$ cat config.mk
export PLATFORM = sky130hd
export DESIGN_NAME = execute_stage
export DESIGN_NICKNAME = d
export VERILOG_FILES = /design/src/verilog/riscv_pkg.sv /design/src/verilog/execute_stage.sv
export SDC_FILE = /design/constraint.sdc
export NUM_CORES = 1
export LEC_CHECK = 0
export BUFFER_PORTS_ARGS = -buffer_cell sky130_fd_sc_hd__buf_4
export CAP_MARGIN = 20
export CORE_AREA = 2 2 216 218
export DETAILED_ROUTE_END_ITERATION = 8
export DIE_AREA = 0 0 218 220
export GPL_TIMING_DRIVEN = 0
export SLEW_MARGIN = 10
export SYNTH_ARGS = -nofsm -noshare
export SYNTH_HDL_FRONTEND = slang
export SYNTH_SLANG_ARGS = --single-unit
$ cat constraint.sdc
create_clock -name clk -period 3.41 [get_ports clk]
set_input_delay 0 -clock clk [delete_from_list [all_inputs] [get_ports clk]]
set_output_delay 0 -clock clk [all_outputs]
set_load 0.01 [all_outputs]
$ cat src/verilog/riscv_pkg.sv
package riscv_pkg;

    typedef logic [31:0] word_t;
    typedef logic [4:0]  reg_addr_t;
    typedef logic [11:0] csr_addr_t;

    localparam csr_addr_t CSR_TOHOST = 12'h51e;
    localparam word_t     NOP_INSTR  = 32'h0000_0013;

    typedef enum logic [3:0] {
        alu_add, alu_sub, alu_sll, alu_slt, alu_sltu, alu_xor,
        alu_srl, alu_sra, alu_or, alu_and, alu_pass_b
    } alu_op_e;

    typedef enum logic [2:0] {imm_i, imm_s, imm_b, imm_u, imm_j, imm_csr_z} imm_sel_e;

    typedef enum logic [1:0] {wb_load, wb_alu, wb_pc_plus_4} wb_sel_e;

    typedef enum logic [2:0] {
        br_none, br_eq, br_ne, br_lt, br_ge, br_ltu, br_geu, br_jump
    } br_type_e;

    // encoding follows funct3[1:0] of loads and stores
    typedef enum logic [1:0] {mem_byte, mem_half, mem_word} mem_size_e;

    typedef struct packed {
        alu_op_e   alu_op;
        logic      a_is_pc;
        logic      b_is_imm;
        br_type_e  br_type;
        logic      is_jalr;
        logic      mem_read;
        logic      mem_write;
        mem_size_e mem_size;
        logic      load_unsigned;
        logic      csr_write;
        logic      csr_imm;
        logic      reg_write;
        wb_sel_e   wb_sel;
    } ex_ctrl_t;

    typedef struct packed {
        logic      valid;
        word_t     pc;
        word_t     pc_plus_4;
        word_t     rs1_data;
        word_t     rs2_data;
        reg_addr_t rs1;
        reg_addr_t rs2;
        reg_addr_t rd;
        word_t     imm;
        ex_ctrl_t  ctrl;
    } id_ex_t;

    typedef struct packed {
        logic      valid;
        word_t     alu_result;
        word_t     pc_plus_4;
        reg_addr_t rd;
        logic      reg_write;
        wb_sel_e   wb_sel;
        logic      mem_read;
        mem_size_e mem_size;
        logic      load_unsigned;
    } ex_mem_t;

    // valid already includes the register write enable
    typedef struct packed {
        logic      valid;
        reg_addr_t rd;
        word_t     data;
    } wb_t;

    typedef struct packed {
        logic  taken;
        word_t target;
    } redirect_t;

    // pick the write-back value over a stale register read
    function automatic word_t fwd_operand(reg_addr_t src, word_t data, wb_t wb);
        if (wb.valid && (wb.rd == src) && (src != 5'd0)) begin
            return wb.data;
        end
        return data;
    endfunction

endpackage

$ cat src/verilog/execute_stage.sv
module execute_stage
    import riscv_pkg::*;
#(
    parameter int DMEM_ADDR_BITS = 10
) (
    input  logic       clk,
    input  logic       rst,
    input  id_ex_t     id_ex,
    input  wb_t        wb,
    input  word_t      alu_result,
    input  logic       alu_eq,
    input  logic       alu_lt,
    input  logic       alu_ltu,
    output word_t      alu_a,
    output word_t      alu_b,
    output alu_op_e    alu_op,
    output redirect_t  redirect,
    output logic [3:0] dmem_we,
    output word_t      dmem_addr,
    output word_t      dmem_wdata,
    output ex_mem_t    ex_mem,
    output logic       csr_valid,
    output word_t      csr_data
);

    word_t      rs1_val;
    word_t      rs2_val;
    word_t      target;
    word_t      csr_wdata;
    logic       cond;
    logic       csr_fire;
    logic [3:0] lanes;
    ex_mem_t    ex_mem_d;

    // only the write-back stage is left to forward from
    assign rs1_val = fwd_operand(id_ex.rs1, id_ex.rs1_data, wb);
    assign rs2_val = fwd_operand(id_ex.rs2, id_ex.rs2_data, wb);

    assign alu_a  = id_ex.ctrl.a_is_pc ? id_ex.pc : rs1_val;
    assign alu_b  = id_ex.ctrl.b_is_imm ? id_ex.imm : rs2_val;
    assign alu_op = id_ex.ctrl.alu_op;

    always_comb begin
        case (id_ex.ctrl.br_type)
            br_eq:   cond = alu_eq;
            br_ne:   cond = !alu_eq;
            br_lt:   cond = alu_lt;
            br_ge:   cond = !alu_lt;
            br_ltu:  cond = alu_ltu;
            br_geu:  cond = !alu_ltu;
            br_jump: cond = 1'b1;
            default: cond = 1'b0;
        endcase
    end

    // separate target adder keeps the alu free for the compare
    assign target          = (id_ex.ctrl.is_jalr ? rs1_val : id_ex.pc) + id_ex.imm;
    assign redirect.taken  = id_ex.valid && cond;
    assign redirect.target = {target[31:1], target[0] & ~id_ex.ctrl.is_jalr};

    // store data replicated, low address bits pick the lanes
    always_comb begin
        case (id_ex.ctrl.mem_size)
            mem_byte: begin
                dmem_wdata = {4{rs2_val[7:0]}};
                lanes      = 4'b0001 << alu_result[1:0];
            end
            mem_half: begin
                dmem_wdata = {2{rs2_val[15:0]}};
                lanes      = alu_result[1] ? 4'b1100 : 4'b0011;
            end
            default: begin
                dmem_wdata = rs2_val;
                lanes      = 4'b1111;
            end
        endcase
    end

    assign dmem_we   = (id_ex.valid && id_ex.ctrl.mem_write) ? lanes : 4'b0000;
    assign dmem_addr = alu_result;

    assign csr_fire  = id_ex.valid && id_ex.ctrl.csr_write;
    assign csr_wdata = id_ex.ctrl.csr_imm ? id_ex.imm : rs1_val;

    always_ff @(posedge clk) begin
        if (rst) begin
            csr_valid <= 1'b0;
            csr_data  <= '0;
        end else begin
            csr_valid <= csr_fire;
            if (csr_fire) begin
                csr_data <= csr_wdata;
            end
        end
    end

    always_comb begin
        ex_mem_d.valid = id_ex.valid;
        // csr instructions return the old value to rd
        ex_mem_d.alu_result    = id_ex.ctrl.csr_write ? csr_data : alu_result;
        ex_mem_d.pc_plus_4     = id_ex.pc_plus_4;
        ex_mem_d.rd            = id_ex.rd;
        ex_mem_d.reg_write     = id_ex.ctrl.reg_write;
        ex_mem_d.wb_sel        = id_ex.ctrl.wb_sel;
        ex_mem_d.mem_read      = id_ex.ctrl.mem_read;
        ex_mem_d.mem_size      = id_ex.ctrl.mem_size;
        ex_mem_d.load_unsigned = id_ex.ctrl.load_unsigned;
    end

    always_ff @(posedge clk) begin
        ex_mem <= ex_mem_d;
        if (rst) begin
            ex_mem.valid <= 1'b0;
        end
    end

endmodule

==> flow_metrics.env <==
export IMPL_yosysWarnings=0
export IMPL_avgRoutedWirePerCell_um=23.5
export IMPL_die_h_um=220
export IMPL_synth_edf_count=0
export IMPL_whs_ns=0.0313
export IMPL_yosysUniqueCellTypes=60
export IMPL_cts_root_buf="clkbuf_16"
export IMPL_cp_arrival_ns=3.64
export IMPL_netlist_instances=924
export IMPL_coreArea_um2=45900
export IMPL_holdPathStages=4
export IMPL_grt_usage=0.201
export IMPL_ys_seq_area_frac=0.282
export IMPL_reg2regPathDepth=1
export IMPL_async_reset_ff_frac=0
export IMPL_dp_hpwl_mm=42.0
export IMPL_clk_latency_ns=0.35
export IMPL_synthesis_nets=1230
export IMPL_ir_worst_vdd_v=0.000315
export IMPL_slew_viol_final=0
export IMPL_drt_iter0_markers=499
export IMPL_grt_antenna_before_repair=4
export IMPL_die_area_um2=48000
export IMPL_min_period_ns=3.64
export IMPL_startpoint_type="input pin"
export IMPL_hold_violations=0
export IMPL_cts_buffers=9
export IMPL_status="complete, but fails checks"
export IMPL_gp_congestion=0.964
export IMPL_setup_violations_final=17
export IMPL_violations="setup timing"
export IMPL_start_util=0.170
export IMPL_place_port_buffers=541
export IMPL_ant_nets=0
export IMPL_slew_headroom=0.274
export IMPL_grt_overflow=0
export IMPL_vias=9746
export IMPL_finalClockSkew_ns=0.00526
export IMPL_grt_pass1_vias=9503
export IMPL_path_clk_slew_ns=0.07
export IMPL_post_drt_via_cell_ratio=4.39
export IMPL_syn_area_um2=7810
export IMPL_pwr_density_cell_nw_per_um2=318
export IMPL_finalWirelength_mm=52.1
export IMPL_power_leakage_uw=0.00706
export IMPL_finalPower_uw=4770
export IMPL_layout_nets=1913
export IMPL_synth_ff_type="dfxtp_1"
export IMPL_criticalPathCategory="in -> out"
export IMPL_drive_above_1_share=0.504
export IMPL_grt_pass1_wl_mm=68.3
export IMPL_finalCritPeriodShare=1.07
export IMPL_num_rows=79
export IMPL_regArea_um2=2200
export IMPL_stdcell_count=2220
export IMPL_worst_slew_pin_slew_ns=1.06
export IMPL_drtPass1Iterations=5
export IMPL_htree_levels=3
export IMPL_dp_cells=2073
export IMPL_drv_cap=0
export IMPL_multi_input_area_um2=5480
export IMPL_finalSetupTns_ns=-1.72
export IMPL_areaGrowthSynthToFinish_pct=91.9
export IMPL_rsz0062_at_grt="yes"
export IMPL_ys_ff_latch=110
export IMPL_fillerInstances=4811
export IMPL_syn_avg_cell_area_um2=8.45
export IMPL_end_kind="output port"
export IMPL_cp_required_ns=3.41
export IMPL_io_pins=550
export IMPL_grt_max_degree=20
export IMPL_final_setup_worst_slack_ns=-0.234
export IMPL_drc=0
export IMPL_clock_sinks=110
export IMPL_cts_buffer_depth=2
export IMPL_cp_max_fo=6
export IMPL_max_freq_ghz=0.274
export IMPL_hold_path_class="in -> reg"
export IMPL_cts_tree="built"
export IMPL_die_w_um=218
## where the power goes
part | internal (uW) | switching [uW]
clock | 505 | 504
combinational | 1160 | 1200
sequential | 1360 | 36.6
## state kept, by name, indices dropped and copies added (netlist names)
register / count
csr_valid: 1
csr_data: 32
ex_mem: 77
## kinds of logic (layout without fill, tap and decap cells)
kind of cell,after synthesis,after routing,share of synthesized area
flip-flops,110,110,0.282
AND/OR/NAND/NOR,179,179,0.106
adder cells (fa/ha/maj),35,35,0.0571
AO/OA/AOI/OAI,232,232,0.190
XOR/XNOR,36,36,0.0404
buffers and inverters,164,852,0.103
other,0,1,0
multiplexers,168,168,0.222
## through the flow
stage	utilization	area [um^2]	setup WS, ns
floorplan	-	7810	0.242
CTS	0.314	14400	-0.242
detailed placement	0.276	12600	-1.37
global route	0.327	15000	-0.352
finish	0.327	15000	-0.234
global placement	0.275	12600	-1.39
## critical path, cell delays in order
cell and delay [ns]:
buf_8 0.10, xor2_2 0.17, nor3_2 0.23, and4_4 0.27
buf_12 0.15, buf_12 0.11, buf_16 0.14, mux2i_4 0.33
a21oi_2 0.10, ha_2 0.21, inv_2 0.06, fa_2 0.21
nor2b_2 0.05, o31a_1 0.28, a211oi_4 0.37, a21oi_4 0.15
o2111ai_4 0.26, a31oi_2 0.13, xor2_1 0.16, buf_4 0.16
## placed cells by master (no fill, tap or decap), types with 25 or more instances in the layout
cell           Yosys  layout
ha_1              34      25
buf_4             38     616
a22o_1            32      32
nor2_1            66      63
clkbuf_1          32      29
mux2i_1          128     101
inv_1             69      68
nand2_1           65      63
mux2_2            40      40
dlygate4sd3_1      0      78
dfxtp_1          110     110
a21oi_1           78      61
o21ai_1           50      49
## final timing paths
check          startpoint            to  slack [ns]
max             id_ex[64]  redirect[28]       -0.23
min             id_ex[23]   csr_data[3]        0.03
max reg2reg  csr_data[11]    ex_mem[55]        2.66
min reg2reg   csr_data[4]   csr_data[4]        0.53
## area by class of cell
cell class,count,area share
diodes,1,0.000167
plain buffers,89,0.0402
clock buffers,9,0.0150
clock inverters,7,0.00384
inverters,75,0.0188
multi-input cells,650,0.366
flip-flops and latches,110,0.147
well taps,607,0.0507
repair buffers,672,0.358
## routing by layer
metal,wire length (um),track usage
met1,21800,0.251
met2,25100,0.345
met3,3280,0.0371
met4,1810,0.0741
met5,27,0
## timing repair
action,4_1_cts,5_1_grt
setup buffers,22,30
cloned,2,0
endpoints found under the hold margin,77,0
pin swaps,24,48
hold buffers,78,0
endpoints found under the setup margin,28,23
gates resized for setup,94,72
## Yosys cell counts (3+ instances only)
library cell    n  area, um^2
a21o_1          8        60.1
clkbuf_1       32         120
a211oi_1        3        22.5
nand3_1         5        25.0
o21ai_0        15        75.1
xor2_1         20         175
inv_2           6        22.5
buf_6           5        56.3
a22o_1         32         280
buf_1           6        22.5
nor4_1          4        25.0
o211ai_1        9        67.6
nand4_1         9        56.3
dfxtp_1       110        2200
buf_2           8        40.0
buf_4          38         285
and3_1          3        18.8
a21oi_1        78         390
a31oi_1         4        25.0
nand2b_1        4        25.0
inv_1          69         259
nor3_1          6        30.0
mux2_2         40         450
mux2i_1       128        1280
nand2_1        65         244
nor2b_1         4        25.0
o21a_1          5        37.5
and4_1          4        35.0
o21ai_1        50         250
xnor2_1        16         140
nor2_1         66         248
o21bai_1        6        45.0
ha_1           34         425
No activity file was read; power rests on OpenSTA's default activity.
